--- config.mk ---
export PLATFORM = sky130hd
export DESIGN_NAME = lsu_execute
export DESIGN_NICKNAME = d
export VERILOG_FILES = /design/src/rtl/lsu_pkg.sv /design/src/rtl/lsu_execute.sv
export SDC_FILE = /design/constraint.sdc
export NUM_CORES = 1
export LEC_CHECK = 0
export ABC_AREA = 0
export BUFFER_PORTS_ARGS = -buffer_cell sky130_fd_sc_hd__buf_2
export CAP_MARGIN = 20
export CELL_PAD_IN_SITES_DETAIL_PLACEMENT = 1
export CELL_PAD_IN_SITES_GLOBAL_PLACEMENT = 2
export CORE_MARGIN = 8
export CORE_UTILIZATION = 10
export DETAILED_ROUTE_END_ITERATION = 8
export PLACE_DENSITY_LB_ADDON = 0.1
export SYNTH_ARGS = -nofsm -noshare
export SYNTH_HDL_FRONTEND = slang
export SYNTH_SLANG_ARGS = --single-unit
--- constraint.sdc ---
create_clock -name vclk -period 1.2
set_clock_uncertainty 0.2 [all_clocks]
set_input_delay 0.24 -clock vclk [all_inputs]
set_output_delay 0.24 -clock vclk [all_outputs]
set_load 0.01 [all_outputs]
--- src/rtl/lsu_pkg.sv ---
`default_nettype none

package lsu_pkg;

	// word geometry of the data RAM
	localparam int unsigned WORD_BYTES = 4;
	localparam int unsigned WORD_WIDTH = WORD_BYTES * 8;

	// bits of a byte address that select a lane inside a word
	localparam int unsigned BYTE_OFFSET_BITS = $clog2(WORD_BYTES);

	// RV32I load/store width field (funct3)
	localparam logic [2:0] FUNCT3_B  = 3'b000;
	localparam logic [2:0] FUNCT3_H  = 3'b001;
	localparam logic [2:0] FUNCT3_W  = 3'b010;
	localparam logic [2:0] FUNCT3_BU = 3'b100;
	localparam logic [2:0] FUNCT3_HU = 3'b101;

	// access size as seen by execute and result
	localparam logic [1:0] SIZE_BYTE = 2'd0;
	localparam logic [1:0] SIZE_HALF = 2'd1;
	localparam logic [1:0] SIZE_WORD = 2'd2;

	// one RAM word, viewed as byte lanes or as halfword lanes
	// lane 0 holds the least significant bits in both views
	typedef union packed {
		logic [WORD_BYTES-1:0][7:0]    bytes;
		logic [WORD_BYTES/2-1:0][15:0] halves;
	} mem_word_u;

endpackage

`default_nettype wire

--- src/rtl/lsu_execute.sv ---
`default_nettype none

// drives RAM port B: word address, byte enables, steered write data
module lsu_execute #(
	parameter int unsigned SIZE = 1024 // depth in words
) (
	input  logic                              req_valid,
	input  logic                              req_store,
	input  logic                              acc_ok,
	input  logic [1:0]                        acc_size,
	input  logic [31:0]                       req_addr,
	input  logic [lsu_pkg::WORD_WIDTH-1:0]    req_wdata,
	output logic                              web,
	output logic [lsu_pkg::WORD_BYTES-1:0]    byteenableb,
	output logic [$clog2(SIZE)-1:0]           addrb,
	output logic [lsu_pkg::WORD_WIDTH-1:0]    dinb
);

	localparam int unsigned OFS = lsu_pkg::BYTE_OFFSET_BITS;

	logic [OFS-1:0]     byte_ofs;
	lsu_pkg::mem_word_u wdata_u;

	assign byte_ofs = req_addr[OFS-1:0];
	assign addrb    = req_addr[OFS +: $clog2(SIZE)]; // upper bits wrap
	assign web      = req_valid & req_store & acc_ok;

	always_comb begin
		case (acc_size)
			lsu_pkg::SIZE_BYTE:
				byteenableb = {{(lsu_pkg::WORD_BYTES-1){1'b0}}, 1'b1} << byte_ofs;
			lsu_pkg::SIZE_HALF:
				byteenableb = {{(lsu_pkg::WORD_BYTES-2){1'b0}}, 2'b11} << byte_ofs;
			lsu_pkg::SIZE_WORD:
				byteenableb = '1;
			default:
				byteenableb = '0;
		endcase
	end

	// copy the store data into every lane, the enables pick the right one
	always_comb begin
		wdata_u.bytes = req_wdata;
		for (int i = 0; i < lsu_pkg::WORD_BYTES; i++) begin
			if (acc_size == lsu_pkg::SIZE_BYTE)
				wdata_u.bytes[i] = req_wdata[7:0];
			else if (acc_size == lsu_pkg::SIZE_HALF)
				wdata_u.bytes[i] = req_wdata[(i % 2)*8 +: 8];
		end
	end

	assign dinb = wdata_u;

endmodule

`default_nettype wire

==> flow_summary.toml <==
[setup_path]
critPathBufInv = 3
cp_slowest_cell = "o31a_1"
path_cells = "buf_12 -> bufbuf_16 -> o31a_1 -> buf_2"
cp.required_ps = 760
startpoint_type = "input pin"
critPathKind = "in2out"
max_stage_delay_ps = 290
cp-end-kind = "output port"
critical_path_arrival_ps = 1060
cpLargestDelayFamily = "buffers and inverters"
crit_path_max_fanout = 6

[drt]
vias = 780
ant_nets = 0
firstDrtPassIters = 3
vias_per_cell = 3.63
drt_iter0_drc = 6
route.detailed.drc = 0
wire_per_inst_um = 14.3
drt_wl_total_um = 3070

[synthesis]
yosysSeqAreaShare_pct = 0
syn_nets = 144
synthTopCellsByArea = "mux2_2, buf_4, mux2i_1, o21ai_0, buf_6"
synth_area_um2 = 616
synth_top_area_share_pct = 29.3
syn_avg_cell_area_um2 = 8.21
synth_area_leader_cell = "mux2_2"
synth_cells = 75
yosys_warnings = 0
ys_types = 14

[final_layout]
n_antenna_cell = 0
final_nets = 211
multi_input_area_um2 = 515
drive_above_1_share_pct = 77.9
seqCellArea_um2 = 0
fill_cells = 721
design.seq.count = 0
area_delta_synth_final_pct = 111
clockBufferCount = 0
instances_no_fill = 215

[min_path]
whs_path_depth = 0
hold_class = "in2out"
min_from = "req_addr[4]"
hold_end = "addrb[2]"

[sta]
layout_setup_ws_ps = -300
drv_slew = 0
slew_headroom_pct = 82.1
setup_viol = 28
max_freq_mhz = 667
fin_crit_sh_pct = 125
worst_pin_slew_ps = 268
period_minus_slack_ps = 1500
finalHoldViolations = 0
fin_setup_tns_ps = -6400
rsz0062_at_grt = "yes"

[power]
internal_power_mw = 0.329
leakage_nw = 0.708
pwr-share-comb_pct = 100.0
vdd_drop_max_v = 0.000102
switchingPower_mw = 0.221
p_clk_share_pct = 0
cellPowerDensity_nw_per_um2 = 422
switching_share_pct = 40.2
seq_power_share_pct = 0

[placement]
port_buffers = 76
dp_hpwl_um = 2410
gp_congestion = 0.644
dp.cells = 209

[die]
coreArea_um2 = 5920
die_h_um = 94.5
fp-row-count = 28
start_util_pct = 10.4
die_area_um2 = 8920
ioPinCount = 116
die_w_um = 94.5

[global_routing]
use_met1_pct = 8.19
grt-busiest-layer = "met2"
groute.layer.met2.usage_pct = 10.8
met3_usage_pct = 2.70
grt_use_total_pct = 6.53
grt_pass1_vias = 879
antenna_found_initial = 0
grt_first_pass_wirelength_um = 4800
grt_max_degree = 9
grt-ovfl-total = 0

[clocking]
ctsHoldBuffers = 0

[flow_run]
drv_cap = 0

[status]
violations = "setup timing"
status = "complete, but fails checks"
==> cells in the mapped netlist, drive strengths merged <==
| library cell | number |
|---|---|
| o21a | 1 |
| and3b | 1 |
| nor2b | 1 |
| nor2 | 2 |
| mux2 | 16 |
| and3 | 1 |
| nand2 | 9 |
| o21ai | 9 |
| buf | 23 |
| mux2i | 10 |
| o31a | 1 |
| o21bai | 1 |
==> cells in the final DEF, fill, tap and decap left out <==
master / Yosys / layout
bufbuf_16: 0 / 2
o21ai_2: 0 / 2
buf_12: 0 / 5
nand2_1: 9 / 8
o31a_1: 1 / 1
and3b_1: 1 / 1
mux2i_4: 0 / 1
and3_1: 1 / 1
o21a_1: 1 / 1
nor2_1: 1 / 1
o21bai_1: 1 / 1
nand2_4: 0 / 1
buf_4: 19 / 6
buf_6: 4 / 17
o21ai_1: 0 / 7
mux2_4: 0 / 16
buf_2: 0 / 58
nor2_8: 1 / 1
mux2i_1: 10 / 9
nor2b_1: 1 / 1
==> logic make-up (layout without fill, tap and decap cells) <==
logic type	Yosys count	after routing	synth area share (%)
AOI/OAI and AO/OA	12	12	11.2
and+or+nand+nor	14	14	12.8
buffers and inverters	23	88	30.5
muxes	26	26	45.5
==> stage by stage <==
stage	area [um^2]	power (mW)	worst slack (ps)	utilization, %	hold slack (ps)
floorplan	654	0.265	-93.2	-	372
CTS	1290	0.556	-321	21.7	280
detailed placement	977	0.402	-373	16.5	280
global placement	977	0.405	-373	16.5	280
finish	1300	0.550	-300	22.0	280
global route	1300	0.598	-338	22.0	280
==> final cells by class <==
class,instances,share of cell area [%]
multi-input combinational,52,39.6
tap,75,7.21
timing repair buffer,88,53.2
==> timing repair <==
action	CTS	global route
setup buffers	4	1
gates resized for setup	50	5
endpoints found under the setup margin	28	28
gates cloned	2	0
pin swaps	7	2
==> worst max path at each step <==
stage / startpoint / endpoint / slack, ps / cells past startpoint
finish: acc_size[1] / byteenableb[2] / -300 / 4
global route: acc_size[0] / dinb[14] / -340 / 4
CTS: acc_size[0] / dinb[14] / -320 / 4
detailed placement: acc_size[1] / dinb[14] / -370 / 4
global placement: acc_size[1] / dinb[14] / -370 / 4
floorplan: acc_size[0] / dinb[10] / -90 / 3
==> metal layers <==
layer | share of wire [%] | up-vias
met1 | 42 | 354
li1 | - | 378
met5 | 0 | -
met4 | 0 | 0
met2 | 44 | 48
met3 | 13 | 0
==> power groups by stage <==
stage                     Sequential, mW  Combinational, mW  Clock, mW
after floorplan                        0              0.265          0
after global placement                 0              0.405          0
after detailed placement               0              0.402          0
after CTS                              0              0.556          0
after global routing                   0              0.598          0
final                                  0              0.550          0
Power figures use the tool's default switching activity.
