===== src/rtl/lsu_pkg.sv =====
`default_nettype none

package lsu_pkg;

	// word geometry of the data RAM
	localparam int unsigned WORD_BYTES = 4;
	localparam int unsigned WORD_WIDTH = WORD_BYTES * 8;

	// bits of a byte address that select a lane inside a word
	localparam int unsigned BYTE_OFFSET_BITS = $clog2(WORD_BYTES);

	// RV32I load/store width field (funct3)
	localparam logic [2:0] FUNCT3_B  = 3'b000;
	localparam logic [2:0] FUNCT3_H  = 3'b001;
	localparam logic [2:0] FUNCT3_W  = 3'b010;
	localparam logic [2:0] FUNCT3_BU = 3'b100;
	localparam logic [2:0] FUNCT3_HU = 3'b101;

	// access size as seen by execute and result
	localparam logic [1:0] SIZE_BYTE = 2'd0;
	localparam logic [1:0] SIZE_HALF = 2'd1;
	localparam logic [1:0] SIZE_WORD = 2'd2;

	// one RAM word, viewed as byte lanes or as halfword lanes
	// lane 0 holds the least significant bits in both views
	typedef union packed {
		logic [WORD_BYTES-1:0][7:0]    bytes;
		logic [WORD_BYTES/2-1:0][15:0] halves;
	} mem_word_u;

endpackage

`default_nettype wire


===== src/rtl/lsu_result.sv =====
`default_nettype none

// second stage of a data access: lane extraction and completion strobes
module lsu_result (
	input  logic                                    clk,
	input  logic                                    rst,
	input  logic                                    req_valid,
	input  logic                                    req_store,
	input  logic                                    acc_ok,
	input  logic [1:0]                              acc_size,
	input  logic                                    acc_unsigned,
	input  logic [lsu_pkg::BYTE_OFFSET_BITS-1:0]    addr_low,
	input  logic [lsu_pkg::WORD_WIDTH-1:0]          doutb,
	output logic                                    load_valid,
	output logic [lsu_pkg::WORD_WIDTH-1:0]          load_data,
	output logic                                    store_done,
	output logic                                    error
);

	localparam int unsigned OFS = lsu_pkg::BYTE_OFFSET_BITS;

	// context of the access whose RAM data arrives this cycle
	logic           valid_q;
	logic           store_q;
	logic           ok_q;
	logic [1:0]     size_q;
	logic           unsigned_q;
	logic [OFS-1:0] ofs_q;

	lsu_pkg::mem_word_u word_u;
	logic [7:0]         byte_lane;
	logic [15:0]        half_lane;

	always_ff @(posedge clk) begin
		if (rst) begin
			valid_q <= 1'b0;
			store_q <= 1'b0;
			ok_q    <= 1'b0;
		end else begin
			valid_q <= req_valid;
			store_q <= req_store;
			ok_q    <= acc_ok;
		end
	end

	always_ff @(posedge clk) begin
		size_q     <= acc_size;
		unsigned_q <= acc_unsigned;
		ofs_q      <= addr_low;
	end

	assign word_u    = doutb;
	assign byte_lane = word_u.bytes[ofs_q];
	assign half_lane = word_u.halves[ofs_q[OFS-1]]; // aligned, so top offset bit picks the half

	always_comb begin
		case (size_q)
			lsu_pkg::SIZE_BYTE:
				load_data = {{(lsu_pkg::WORD_WIDTH-8){byte_lane[7] & ~unsigned_q}}, byte_lane};
			lsu_pkg::SIZE_HALF:
				load_data = {{(lsu_pkg::WORD_WIDTH-16){half_lane[15] & ~unsigned_q}}, half_lane};
			default:
				load_data = word_u;
		endcase
	end

	// exactly one strobe per request
	assign load_valid = valid_q & ok_q & ~store_q;
	assign store_done = valid_q & ok_q & store_q;
	assign error      = valid_q & ~ok_q;

endmodule

`default_nettype wire


===== config.mk =====
export PLATFORM = sky130hd
export DESIGN_NAME = lsu_result
export DESIGN_NICKNAME = d
export VERILOG_FILES = /design/src/rtl/lsu_pkg.sv /design/src/rtl/lsu_result.sv
export SDC_FILE = /design/constraint.sdc
export NUM_CORES = 1
export LEC_CHECK = 0
export ABC_CLOCK_PERIOD_IN_PS = 2000
export BUFFER_PORTS_ARGS = -buffer_cell sky130_fd_sc_hd__buf_2
export CAP_MARGIN = 20
export CORE_MARGIN = 2
export CORE_UTILIZATION = 38
export DETAILED_ROUTE_END_ITERATION = 8
export MAX_ROUTING_LAYER = met4
export PLACE_DENSITY = 0.8
export SLEW_MARGIN = 20
export SYNTH_ARGS = -nofsm -noshare
export SYNTH_HDL_FRONTEND = slang
export SYNTH_SLANG_ARGS = --single-unit

===== constraint.sdc =====
create_clock -name clk -period 2 [get_ports clk]
set_input_delay 0.4 -clock clk [delete_from_list [all_inputs] [get_ports clk]]
set_output_delay 0.4 -clock clk [all_outputs]
set_load 0.005 [all_outputs]

==> flow_metrics.py <==
metrics = {
    "final_layout": {
        "fillers": 206,
        "post-route-cell-area_um2": 1501,
        "syn_to_final_growth_pct": 65.29,
        "most-common-layout-cells": "76 x buf_2, 25 x nand2_1, 15 x o21ai_2",
        "fin_util_pct": 67.23,
        "finalNetCount": 237,
        "diodes": 0,
        "final_common_cell": "buf_2",
        "drive_above_1_share_pct": 67.36,
        "fin_cells": 221,
    },
    "logic_synthesis": {
        "synth_top_area_share_pct": 17.63,
        "syn_avg_cell_area_um2": 8.411,
        "synth_top_area_cell": "dfxtp_1",
        "netlist_area_um2": 908.4,
        "yosys-top-cells-area": "dfxtp_1 18%, nand2_1 10%, mux2i_1 9.9%, o221a_2 9.9%, o21ai_2 9.6%",
        "synth_cell_types": 25,
        "ys_seq_area_share_pct": 17.63,
        "syn_inst": 108,
        "ys_warn_count": 0,
        "synth_nets": 150,
        "synth_seq_cells": 8,
    },
    "clocking": {
        "tritoncts": "built",
        "cts.clk_slew.worst_paths_ns": 0.05,
        "root_buffer": "clkbuf_4",
        "cts_buffers": 3,
        "htreeDepth": 1,
        "cts_hold_buf": 0,
        "clock_sinks": 8,
        "cts_buffer_depth": 2,
    },
    "placement": {
        "place_congestion": 0.8637,
        "dpl_worst_slack_ns": 0.01875,
        "postPlaceCellArea_um2": 1325,
        "placed_cells": 212,
        "port_buffers": 76,
        "place_hpwl_um": 2602,
    },
    "route": {
        "drt-total-wl_um": 3404,
        "ant_nets": 0,
        "first_pass_iters": 4,
        "drc": 0,
        "viasPerCell": 5.566,
        "highest_layer": "met4",
        "wl_met3_um": 287,
        "met1_length_um": 1315,
        "dr_wl_met2_um": 1786,
        "vias": 1230,
        "wire_per_inst_um": 15.40,
        "drtIter0Drc": 29,
    },
    "setup_path": {
        "critical_path_class": "reg2out",
        "start_kind": "register",
        "worstPathArrival_ns": 1.73,
        "worstSetupEndpointType": "output port",
        "crit_fanout": 8,
        "cp_data_required_time_ns": 1.60,
    },
    "power_and_ir_drop": {
        "seq_power_share_pct": 28.2,
        "power_density_nw_per_um2": 421.5,
        "combPwrFrac_pct": 53.5,
        "ir_worst_vdd_mv": 0.3997,
        "pwr-share-clk_pct": 18.3,
        "leakagePower_nw": 0.7662,
        "switching_share_pct": 33.70,
        "power.internal_uw": 419.6,
        "total_power_uw": 632.9,
        "switchingPower_uw": 213.3,
    },
    "floorplanning": {
        "die_area_um2": 2797,
        "dieHeight_um": 52.89,
        "num_rows": 17,
        "die_width_um": 52.89,
        "start_util_pct": 40.67,
        "core_area_um2": 2233,
        "io_pins": 77,
    },
    "sta": {
        "period_needed_ns": 2.125,
        "fmax_ghz": 0.4705,
        "rsz0062_at_grt": "yes",
        "finalSetupViolCount": 8,
        "finalWorstSetupSlack_ns": -0.1253,
        "drv_slew": 0,
        "hold_violations": 0,
        "worst_slew_pin_slew_ns": 0.3947,
        "slew_headroom_pct": 73.66,
        "post-route-period-util_pct": 106.3,
    },
    "min_path": {
        "hp-class": "in2reg",
        "hold_depth": 1,
    },
    "global_routing": {
        "grt_pass1_vias": 1126,
        "grt_start_max_net_pins": 24,
        "grt_antenna_before_repair": 0,
        "grt-ovfl-total": 0,
        "grt_usage_pct": 23.99,
        "grt_pass1_wl_um": 4836,
    },
    "outcome": {
        "status": "finished, violations left",
        "violations": "setup timing",
    },
    "run": {
        "drv.max_cap_violation_count": 0,
    },
}
-- cells in the mapped netlist --
cell type	instances
a21oi_2	1
a221o_1	8
a22o_1	8
and3_1	1
buf_2	1
buf_4	2
buf_6	3
clkbuf_1	2
clkbuf_2	1
dfxtp_1	8
inv_2	1
mux2_4	1
mux2i_1	9
mux4_2	1
nand2_1	25
nand2_2	1
nand2b_1	1
nor2_1	2
nor2b_1	5
nor3b_1	1
nor3b_4	1
o21ai_0	6
o21ai_2	10
o221a_2	8
or2_0	1
-- state kept, by name, indices dropped and copies added (netlist names) --
name / flops
ofs_q: 2
unsigned_q: 1
store_q: 1
valid_q: 1
size_q: 2
ok_q: 1
-- power groups by stage --
stage / clock network (mW) / logic, mW / registers, mW
after floorplan: 0 / 0.162 / 0.176
after global placement: 0 / 0.280 / 0.179
after detailed placement: 0 / 0.289 / 0.181
after CTS: 0.124 / 0.311 / 0.178
after global routing: 0.138 / 0.364 / 0.179
final: 0.116 / 0.338 / 0.179
-- path summary, 6_finish.rpt --
check,startpoint,to,slack (ns)
max,ofs_q[1],load_data[9],-0.13
min,acc_unsigned,unsigned_q,0.26
-- per-layer routing --
| layer | vias to the layer above | track usage (%) |
|---|---|---|
| met4 | 0 | 6.838 |
| met5 | - | - |
| met2 | 69 | 45.63 |
| met3 | 2 | 4.520 |
| met1 | 569 | 24.87 |
| li1 | 590 | - |
-- worst max-delay path: stages (launching register included) --
cell	delay (ns)
dfxtp_4	0.37
mux4_2	0.48
nor3b_4	0.20
a221o_1	0.29
buf_2	0.14
-- cell type report --
| type | count | area, um^2 | share of cell area (%) |
|---|---|---|---|
| multi-input combinational | 90 | 732.0 | 48.75 |
| timing repair buffer | 91 | 541.8 | 36.08 |
| sequential | 8 | 166.4 | 11.08 |
| clock buffer | 3 | 22.52 | 1.500 |
| inverter | 1 | 3.754 | 0.2500 |
| tap | 28 | 35.03 | 2.333 |
-- timing repair --
action                     CTS  global route
resized for setup            3            27
buffers inserted             2             4
setup endpoints to repair   32            32
cloned                       0             0
pin swaps                    0             0
-- stage by stage --
step                      TNS, ns  hold slack, ns
final                     -0.7967          0.2557
after global routing       -1.510          0.2304
after CTS                  -1.793          0.2455
after detailed placement        0          0.5046
after global placement          0          0.5035
after floorplan                 0          0.4277
-- cells by family (layout without fill, tap and decap cells) --
kind of cell / Yosys count / count (layout) / share of synthesized area [%]
flops: 8 / 8 / 17.63
compound gates: 41 / 41 / 40.36
buf+inv: 10 / 95 / 7.712
simple gates: 38 / 38 / 20.25
mux: 11 / 11 / 14.05
Power figures use the tool's default switching activity.
